File: config.mk
export PLATFORM = sky130hd
export DESIGN_NAME = vreduction
export DESIGN_NICKNAME = d
export VERILOG_FILES = /design/src/design/vector_pkg.sv /design/src/design/fp16_cmp_node.sv /design/src/design/reduction_tree.sv /design/src/design/param_sr.sv /design/src/design/vreduction_ctrl.sv /design/src/design/vreduction_merge.sv /design/src/design/vreduction.sv
export SDC_FILE = /design/constraint.sdc
export NUM_CORES = 2
export LEC_CHECK = 0
export BUFFER_PORTS_ARGS = -buffer_cell sky130_fd_sc_hd__buf_4
export CAP_MARGIN = 15
export CORE_ASPECT_RATIO = 2
export CORE_UTILIZATION = 44
export DETAILED_ROUTE_END_ITERATION = 12
export HOLD_SLACK_MARGIN = 0.08
export PLACE_DENSITY = 0.63
export REMOVE_ABC_BUFFERS = 1
export SYNTH_ARGS = -nofsm -noshare
export SYNTH_HDL_FRONTEND = slang
export SYNTH_SLANG_ARGS = --single-unit
File: constraint.sdc
create_clock -name CLK -period 6.3 [get_ports CLK]
set_clock_uncertainty 0.15 [all_clocks]
set_input_delay 0.315 -clock CLK [delete_from_list [all_inputs] [get_ports CLK]]
set_output_delay 0.315 -clock CLK [all_outputs]
set_load 0.1 [all_outputs]
File: src/design/vector_pkg.sv
package vector_pkg;

    // Half-precision value, IEEE 754 binary16 layout
    typedef struct packed {
        logic       sign;
        logic [4:0] exp;
        logic [9:0] mant;
    } fp16_t;

    // Reduction operations supported by the comparison tree
    typedef enum logic [1:0] {
        RED_MAX  = 2'd0,
        RED_MIN  = 2'd1,
        RED_AMAX = 2'd2
    } red_op_e;

    // Lane count of the reduction operand
    localparam int LANES = 16;

    // Destination vector length and its element index width
    localparam int NUM_ELEMENTS = 32;
    localparam int IMM_W = $clog2(NUM_ELEMENTS);

    // Tree depth, one registered level per halving
    localparam int LEVELS = $clog2(LANES);

    // Input register, tree levels and the output register of the merge
    localparam int PIPE_STAGES = LEVELS + 2;

    // How the reduced value lands in the destination vector
    typedef enum logic [1:0] {
        WR_INSERT    = 2'd0,
        WR_CLEAR     = 2'd1,
        WR_BROADCAST = 2'd2
    } wr_mode_e;

    // Full destination vector
    typedef fp16_t fp16_vec_t [NUM_ELEMENTS];

endpackage

File: src/design/fp16_cmp_node.sv
`timescale 1ns/100ps

module fp16_cmp_node import vector_pkg::*; (
    input  fp16_t   a,
    input  fp16_t   b,
    input  red_op_e op,
    output fp16_t   y
);

    logic [15:0] key_a;
    logic [15:0] key_b;

    // Ordering key per operand
    // Positive values sit above all negatives, so -0 orders below +0
    // For max-magnitude the sign is ignored
    function automatic logic [15:0] order_key(input fp16_t v, input red_op_e kop);
        logic [14:0] mag;
        mag = {v.exp, v.mant};
        if (kop == RED_AMAX) begin
            order_key = {1'b0, mag};
        end else if (v.sign) begin
            order_key = {1'b0, ~mag};
        end else begin
            order_key = {1'b1, mag};
        end
    endfunction

    assign key_a = order_key(a, op);
    assign key_b = order_key(b, op);

    // Strict compares so that a tie keeps a, the lower lane
    always_comb begin
        case (op)
            RED_MAX, RED_AMAX: y = (key_b > key_a) ? b : a;
            RED_MIN:           y = (key_b < key_a) ? b : a;
            default:           y = a;
        endcase
    end

endmodule

File: src/design/reduction_tree.sv
`timescale 1ns/100ps

module reduction_tree import vector_pkg::*; (
    input  logic    CLK,
    input  logic    nRST,
    input  fp16_t   data_in [LANES],
    input  red_op_e op,
    input  logic    valid_in,
    output fp16_t   data_out
);

    // Heap-ordered node storage
    // Leaves sit at LANES..2*LANES-1, node j combines 2j and 2j+1, root is 1
    fp16_t   node_q [1:2*LANES-1];
    fp16_t   node_y [1:LANES-1];

    // Operation carried alongside each registered level
    red_op_e op_q [LEVELS];

    for (genvar j = 1; j < LANES; j++) begin : g_node
        // Depth of node j is floor(log2 j), root at depth 0
        localparam int DEPTH = $clog2(j + 1) - 1;
        // Register stage that captures this node's result
        localparam int STG = LEVELS - DEPTH;

        fp16_cmp_node u_node (
            .a  (node_q[2*j]),
            .b  (node_q[2*j+1]),
            .op (op_q[STG-1]),
            .y  (node_y[j])
        );
    end

    always_ff @(posedge CLK or negedge nRST) begin
        if (!nRST) begin
            for (int i = 1; i < 2*LANES; i++) begin
                node_q[i] <= '0;
            end
            for (int s = 0; s < LEVELS; s++) begin
                op_q[s] <= RED_MAX;
            end
        end else begin
            // Input register
            for (int i = 0; i < LANES; i++) begin
                node_q[LANES+i] <= data_in[i];
            end
            op_q[0] <= op;

            // One register per tree level
            for (int j = 1; j < LANES; j++) begin
                node_q[j] <= node_y[j];
            end
            for (int s = 1; s < LEVELS; s++) begin
                op_q[s] <= op_q[s-1];
            end
        end
    end

    assign data_out = node_q[1];

    // A sampled operation must be one the nodes know how to perform
    a_legal_op: assert property (
        @(posedge CLK) disable iff (!nRST)
        valid_in |-> (op inside {RED_MAX, RED_MIN, RED_AMAX})
    ) else $error("reduction_tree: illegal reduction op %0d with valid_in", op);

endmodule

File: src/design/param_sr.sv
`timescale 1ns/100ps

module param_sr #(
    parameter type T      = logic [15:0],
    parameter int  STAGES = 1
) (
    input  logic CLK,
    input  logic nRST,
    input  T     data_in,
    output T     data_out
);

    T sr_q [STAGES];

    // Depth of zero would leave the output undriven
    if (STAGES < 1) begin : g_bad_depth
        $error("param_sr: STAGES must be at least 1, got %0d", STAGES);
    end

    // Shifts every cycle, so the delay never depends on traffic
    always_ff @(posedge CLK or negedge nRST) begin
        if (!nRST) begin
            for (int i = 0; i < STAGES; i++) begin
                sr_q[i] <= '{default: '0};
            end
        end else begin
            sr_q[0] <= data_in;
            for (int i = 1; i < STAGES; i++) begin
                sr_q[i] <= sr_q[i-1];
            end
        end
    end

    assign data_out = sr_q[STAGES-1];

endmodule

File: src/design/vreduction_ctrl.sv
`timescale 1ns/100ps

module vreduction_ctrl import vector_pkg::*; (
    input  logic             CLK,
    input  logic             nRST,
    input  logic             input_valid,
    input  logic [IMM_W-1:0] imm,
    input  logic             broadcast,
    input  logic             clear,
    output logic             wr_valid,
    output wr_mode_e         wr_mode,
    output logic [IMM_W-1:0] wr_index
);

    // Side-band fields that ride next to the tree
    typedef struct packed {
        logic             valid;
        logic [IMM_W-1:0] imm;
        logic             broadcast;
        logic             clear;
    } sideband_t;

    sideband_t sb_in;
    sideband_t sb_out;

    always_comb begin
        sb_in.valid     = input_valid;
        sb_in.imm       = imm;
        sb_in.broadcast = broadcast;
        sb_in.clear     = clear;
    end

    // Same depth as the input register plus the tree levels
    param_sr #(
        .T      (sideband_t),
        .STAGES (PIPE_STAGES - 1)
    ) u_sb_sr (
        .CLK      (CLK),
        .nRST     (nRST),
        .data_in  (sb_in),
        .data_out (sb_out)
    );

    assign wr_valid = sb_out.valid;
    assign wr_index = sb_out.imm;

    // Broadcast wins over clear, clear over insert
    always_comb begin
        if (sb_out.broadcast) begin
            wr_mode = WR_BROADCAST;
        end else if (sb_out.clear) begin
            wr_mode = WR_CLEAR;
        end else begin
            wr_mode = WR_INSERT;
        end
    end

    // An unknown valid here would leak into every later output strobe
    a_valid_known: assert property (
        @(posedge CLK) disable iff (!nRST)
        !$isunknown(wr_valid)
    ) else $error("vreduction_ctrl: wr_valid is unknown");

endmodule

File: src/design/vreduction_merge.sv
`timescale 1ns/100ps

module vreduction_merge import vector_pkg::*; (
    input  logic             CLK,
    input  logic             nRST,
    input  fp16_t            result,
    input  fp16_vec_t        pass_vec,
    input  logic             wr_valid,
    input  wr_mode_e         wr_mode,
    input  logic [IMM_W-1:0] wr_index,
    output fp16_vec_t        vector_output,
    output logic             output_valid
);

    fp16_vec_t merged;

    // Element rule per write mode
    always_comb begin
        for (int i = 0; i < NUM_ELEMENTS; i++) begin
            case (wr_mode)
                WR_BROADCAST: merged[i] = result;
                WR_CLEAR:     merged[i] = (IMM_W'(i) == wr_index) ? result : '0;
                default:      merged[i] = (IMM_W'(i) == wr_index) ? result : pass_vec[i];
            endcase
        end
    end

    // Output register, one edge after the tree result
    always_ff @(posedge CLK or negedge nRST) begin
        if (!nRST) begin
            for (int i = 0; i < NUM_ELEMENTS; i++) begin
                vector_output[i] <= '0;
            end
            output_valid <= 1'b0;
        end else begin
            vector_output <= merged;
            output_valid  <= wr_valid;
        end
    end

    // A write request must carry a mode that the element rule knows
    a_mode_legal: assert property (
        @(posedge CLK) disable iff (!nRST)
        wr_valid |-> (wr_mode inside {WR_INSERT, WR_CLEAR, WR_BROADCAST})
    ) else $error("vreduction_merge: illegal write mode %0d with wr_valid", wr_mode);

endmodule

File: src/design/vreduction.sv
`timescale 1ns/100ps

module vreduction import vector_pkg::*; (
    input  logic             CLK,
    input  logic             nRST,
    input  logic             input_valid,
    input  red_op_e          reduction_type,
    input  fp16_t            lane_input [LANES],
    input  fp16_vec_t        vector_input,
    input  logic [IMM_W-1:0] imm,
    input  logic             broadcast,
    input  logic             clear,
    output fp16_vec_t        vector_output,
    output logic             output_valid
);

    fp16_t            tree_result;
    fp16_vec_t        vec_gated;
    fp16_vec_t        pass_vec;
    logic             wr_valid;
    wr_mode_e         wr_mode;
    logic [IMM_W-1:0] wr_index;

    reduction_tree u_tree (
        .CLK      (CLK),
        .nRST     (nRST),
        .data_in  (lane_input),
        .op       (reduction_type),
        .valid_in (input_valid),
        .data_out (tree_result)
    );

    // Idle cycles carry a zero vector down the passthrough
    always_comb begin
        for (int i = 0; i < NUM_ELEMENTS; i++) begin
            vec_gated[i] = input_valid ? vector_input[i] : '0;
        end
    end

    param_sr #(
        .T      (fp16_vec_t),
        .STAGES (PIPE_STAGES - 1)
    ) u_pass_sr (
        .CLK      (CLK),
        .nRST     (nRST),
        .data_in  (vec_gated),
        .data_out (pass_vec)
    );

    vreduction_ctrl u_ctrl (
        .CLK         (CLK),
        .nRST        (nRST),
        .input_valid (input_valid),
        .imm         (imm),
        .broadcast   (broadcast),
        .clear       (clear),
        .wr_valid    (wr_valid),
        .wr_mode     (wr_mode),
        .wr_index    (wr_index)
    );

    vreduction_merge u_merge (
        .CLK           (CLK),
        .nRST          (nRST),
        .result        (tree_result),
        .pass_vec      (pass_vec),
        .wr_valid      (wr_valid),
        .wr_mode       (wr_mode),
        .wr_index      (wr_index),
        .vector_output (vector_output),
        .output_valid  (output_valid)
    );

endmodule

== Word-level counts from Yosys, hierarchy flattened ==
Cells that the tools add are included.

* Input bits: 780
* RAM bits: 0
* ROM bits: 0
* Output and inout port bits: 513
* Latch bits: 0
* Memories: 0
* Word-level logic and storage cells: 1039
* Register bits: 3617

* Div/mod/pow operators: 0
* Add/sub/neg operators: 0
* Reductions and logical operators: 9
* Bitwise operators: 30
* $mul: 0
* Magnitude comparators: 30
* Mux-type cells: 235
* Eq/ne operators: 41
* Shift-type cells: 0

{| class="wikitable"
|+ Operators with widths
! kind !! count
|-
| $mux 16 || 186
|-
| $pmux 16 s2 || 47
|-
| $not 15->15 || 30
|-
| $gt 16x16->1 || 15
|-
| $lt 16x16->1 || 15
|-
| $eq 5x5->1 const A || 16
|-
| $eq 4x5->1 const A || 8
|-
| $eq 3x5->1 const A || 4
|-
| $eq 2x1->1 const B || 5
|-
| $eq 2x2->1 const B || 5
|-
| $eq 2x5->1 const A || 2
|-
| $logic_not 2->1 || 4
|-
| $reduce_or 2->1 || 4
|-
| $eq 1x5->1 const A || 1
|-
| $logic_not 5->1 || 1
|-
| $mux 2 || 1
|-
| $mux 1 || 1
|}

== Depth between registers and ports, before layout ==
* Word-level depth: 6
* Gate-level depth with buffers: 15
* Gate-level depth less buffers: 10

== By module ==
Synthesis repeated with hierarchy kept, for this count alone.

* Cells, all modules: 9283
* Area total of the unflattened synthesis: 128939.9 sq um

{| class="wikitable"
|+ Modules (own cells, without submodules)
! module !! cells each !! instances !! area an instance (sq um)
|-
| param_sr at u_pass_sr || 3072 || 1 || 67905.1
|-
| vreduction_merge || 1894 || 1 || 22107.5
|-
| fp16_cmp_node at u_tree.g_node[10].u_node ... || 212 || 14 || 1442.6
|-
| reduction_tree || 520 || 1 || 12732.2
|-
| vreduction || 568 || 1 || 3479.6
|-
| fp16_cmp_node at u_tree.g_node[9].u_node || 212 || 1 || 1443.9
|-
| param_sr at u_ctrl.u_sb_sr || 48 || 1 || 1061.0
|-
| vreduction_ctrl || 1 || 1 || 13.8
|}

== Worst setup path after synthesis ==
OpenSTA, ideal clock, no wires.

* Path kind: flip-flop to flip-flop
* Start point: reg u_tree.op_q[6] (netlist bit)
* End point: reg u_tree.node_q[261] (netlist bit)
* Slack: 1762 ps
* Buffers on the path: 5
* Data arrival time: 4260 ps
* Required time: 6022 ps
* Library setup time: 128 ps
* Clock period less this slack: 4538 ps
* Stages on the path, launching flop included: 16
* Cells stage by stage: dfrtp_1 clkbuf_1 nand2b_1 clkbuf_1 clkbuf_1 nand2_1 clkbuf_1 xnor2_1 ha_1 and3_1 a221o_1 a22o_1 a2111oi_4 mux2i_2 buf_4 mux2_1

{| class="wikitable"
|+ RTL lines
! item !! RTL line !! text
|-
| start: declaration || reduction_tree.sv:18 || <nowiki>red_op_e op_q [LEVELS];</nowiki>
|-
| start signal: indexed assignment || reduction_tree.sv:54 || <nowiki>op_q[s] <= op_q[s-1];</nowiki>
|-
| end signal: indexed assignment || reduction_tree.sv:45 || <nowiki>node_q[LANES+i] <= data_in[i];</nowiki>
|-
| end signal: indexed assignment || reduction_tree.sv:51 || <nowiki>node_q[j] <= node_y[j];</nowiki>
|-
| end: declaration || reduction_tree.sv:14 || <nowiki>fp16_t node_q [1:2*LANES-1];</nowiki>
|}

==> impl_metrics.env <==
export IMPL_status="completed"
export IMPL_via_per_inst=4.76
export IMPL_drive_gt1_share_pct=20.8
export IMPL_start_kind="register"
export IMPL_cts_setup_buffers=0
export IMPL_post_route_drc_count=0
export IMPL_first_pass_iters=5
export IMPL_die_x_um=364
export IMPL_final_area_um2=155000
export IMPL_worst_path_max_delay_cell="mux2i_2"
export IMPL_post_drt_wl_per_cell_um=25.2
export IMPL_ys_flop_type="dfrtp_1"
export IMPL_portBuffers=1292
export IMPL_critical_path_class="reg2reg"
export IMPL_routed_wl_um=355000
export IMPL_root_buffer="clkbuf_16"
export IMPL_synth_largest_area_cell="dfrtp_1"
export IMPL_critPathArrivalTime_ps=5610
export IMPL_ios=1293
export IMPL_grt_max_degree=201
export IMPL_grt_overflow=0
export IMPL_dieArea_um2=264000
export IMPL_grt_pass1_wl_um=512000
export IMPL_cp_max_fo=16
export IMPL_maxCapViolCount=0
export IMPL_async_flop_share_pct=100
export IMPL_antenna_found_initial=107
export IMPL_worst_hold_path_type="in2reg"
export IMPL_grt_use_total_pct=27.1
export IMPL_fin_tns_setup_ps=0
export IMPL_period_minus_slack_ps=5060
export IMPL_drv_slew=0
export IMPL_worstMarginPinSlew_ps=1230
export IMPL_cts_buffers=311
export IMPL_p_leak_nw=74.0
export IMPL_holdWs_ps=149
export IMPL_gp_congestion=0.902
export IMPL_cts_resized=0
export IMPL_ys_seq_elements=3617
export IMPL_cts_sinks=3617
export IMPL_synth_top_area_share_pct=78.6
export IMPL_vias=67239
export IMPL_slew_headroom_pct=16.9
export IMPL_clock_fmax_ghz=0.198
export IMPL_synthesis_area_um2=115000
export IMPL_dpl_hpwl_um=235000
export IMPL_synthTopCellsByArea="dfrtp_1 79%, nand2b_1 2.9%, and2_1 2.8%, ha_1 2.6%, mux2_2 2.3%"
export IMPL_drtIter0Drc=4234
export IMPL_rows=265
export IMPL_critical_path_cell_chain="nand2b_1 > nand2_1 > xnor2_1 > ha_1 > and3_1 > a221o_1 > a22o_1 > a2111oi_4 > mux2i_2 > mux2_1"
export IMPL_dpl_instance_area_um2=129000
export IMPL_syn_to_final_growth_pct=35.0
export IMPL_power_per_cell_area_nw_per_um2=415
export IMPL_hold_viol_final=0
export IMPL_cp_slowest_stage_delay_ps=950
export IMPL_start_util_pct=44.3
export IMPL_cts_tree="yes"
export IMPL_period_share_pct=80.3
export IMPL_ant_nets=0
export IMPL_synth_edf_count=0
export IMPL_synth_warnings=0
export IMPL_ys_seq_area_share_pct=78.6
export IMPL_clkTransAtPathRegs_ps=70
export IMPL_cts_hold_buf=1507
export IMPL_cp_required_ps=6850
export IMPL_htree_levels=5
export IMPL_nets=11324
export IMPL_grt_pass1_vias=74786
export IMPL_cts_buffer_depth=4
export IMPL_syn_mean_instance_area_um2=15.6
export IMPL_syn_inst=7395
export IMPL_core_um2=260000
export IMPL_setup_viol=0
export IMPL_dieHeight_um=726
export IMPL_clkLatencyLatePin_ps=870
export IMPL_fill_cells=18924
export IMPL_critPathCaptureType="register"
export IMPL_ir_drop_uv=507
export IMPL_final_util_pct=59.7
export IMPL_rsz0062_at_grt="no"
export IMPL_ys_types=43
critical path: cells and delay by family, from the launching register on:
kind / cells / cell delay, ps
compound gates: 3 / 920
xor+xnor: 1 / 400
flops: 1 / 400
fa+ha+maj: 1 / 290
simple gates: 3 / 1390
mux: 2 / 1370
metal layers:
layer | vias up | GRT usage (%) | share of wire (%)
met5 | - | 0 | 0.10
met4 | 60 | 15.0 | 6.4
met3 | 764 | 5.89 | 6.5
met2 | 2262 | 46.9 | 51
met1 | 34519 | 31.1 | 36
li1 | 29634 | - | -
final timing paths:
kind	startpoint	endpoint	slack, ps	depth (start not counted)
worst max-delay path	u_tree.op_q[7]$_DFF_PN0_	u_tree.node_q[261]$_DFF_PN0_	1240	10
worst min-delay path	vector_input[13]	u_pass_sr.sr_q[2061]$_DFF_PN0_	150	3
worst max register to register	u_tree.op_q[7]$_DFF_PN0_	u_tree.node_q[261]$_DFF_PN0_	1240	10
worst min register to register	u_pass_sr.sr_q[2264]$_DFF_PN0_	u_pass_sr.sr_q[1752]$_DFF_PN0_	160	0
max in group asynchronous	nRST	u_pass_sr.data_out[194]$_DFF_PN0_	4260	4
min in group asynchronous	nRST	u_pass_sr.sr_q[933]$_DFF_PN0_	170	3
layout by cell type, fill, tap and decap left out, drive strengths merged, types with 240 or more instances in the layout:
cell	n
dfrtp	3617
dlygate4sd3	1506
buf	1406
nand2	574
nand2b	534
o21ai	527
and2	512
clkbuf	423
mux2	246
ha	240
cell families after synthesis:
logic type / after synthesis / synth area share (%)
AND/OR/NAND/NOR: 1772 / 8.32
multiplexers: 255 / 2.49
buffers and inverters: 324 / 1.08
adder cells (fa/ha/maj): 240 / 2.61
flip-flops: 3617 / 78.6
AO/OA/AOI/OAI: 737 / 3.52
XOR/XNOR: 450 / 3.42
layout make-up:
class / count / area [µm²] / share of cell area [%]
flip-flops and latches: 3617 / 90600 / 58.2
repair buffers: 2912 / 26000 / 16.7
multi-input cells: 3454 / 23600 / 15.1
clock buffers: 423 / 8900 / 5.72
well taps: 3471 / 4340 / 2.79
clock inverters: 129 / 1900 / 1.22
diodes: 98 / 245 / 0.158
inverters: 8 / 30.0 / 0.0193
registers in the layout, summed over array words and instances (netlist names):
name,flops
u_ctrl.u_sb_sr.data_out,8
u_ctrl.u_sb_sr.sr_q,32
u_merge.output_valid,1
u_merge.vector_output,512
u_pass_sr.data_out,512
u_pass_sr.sr_q,2048
u_tree.data_out,16
u_tree.node_q,480
u_tree.op_q,8
where the power goes:
group,switching [W],leakage [nW],internal [W],total [W]
Combinational,0.0125,23.0,0.00435,0.0168
Sequential,0.00208,45.8,0.0255,0.0276
Clock,0.00873,5.24,0.0114,0.0202
Total,0.0233,74.0,0.0413,0.0646
stage by stage:
stage,cells,total power (W),setup WS (ps)
4_1_cts,14014,0.0651,1260
6_report,14112,0.0646,1240
3_3_place_gp,11955,0.0439,1380
3_5_place_dp,11955,0.0441,1250
5_1_grt,14073,0.0669,1040
2_1_floorplan,7079,0.0374,833
synthesized netlist by cell type (12+ instances only):
library cell / number
dfrtp_1: 3617
nand2_1: 574
nand2b_1: 534
o21ai_0: 527
and2_1: 512
clkbuf_1: 301
ha_1: 240
mux2_2: 236
xnor2_1: 225
xor2_1: 225
a21oi_1: 91
a21o_1: 52
nand4_1: 31
nor3_1: 24
nor2_1: 23
nor2b_1: 19
nand3_1: 18
o21bai_1: 16
and4_1: 13
buf_2: 12
nor4_1: 12
Power figures use the tool's default switching activity.
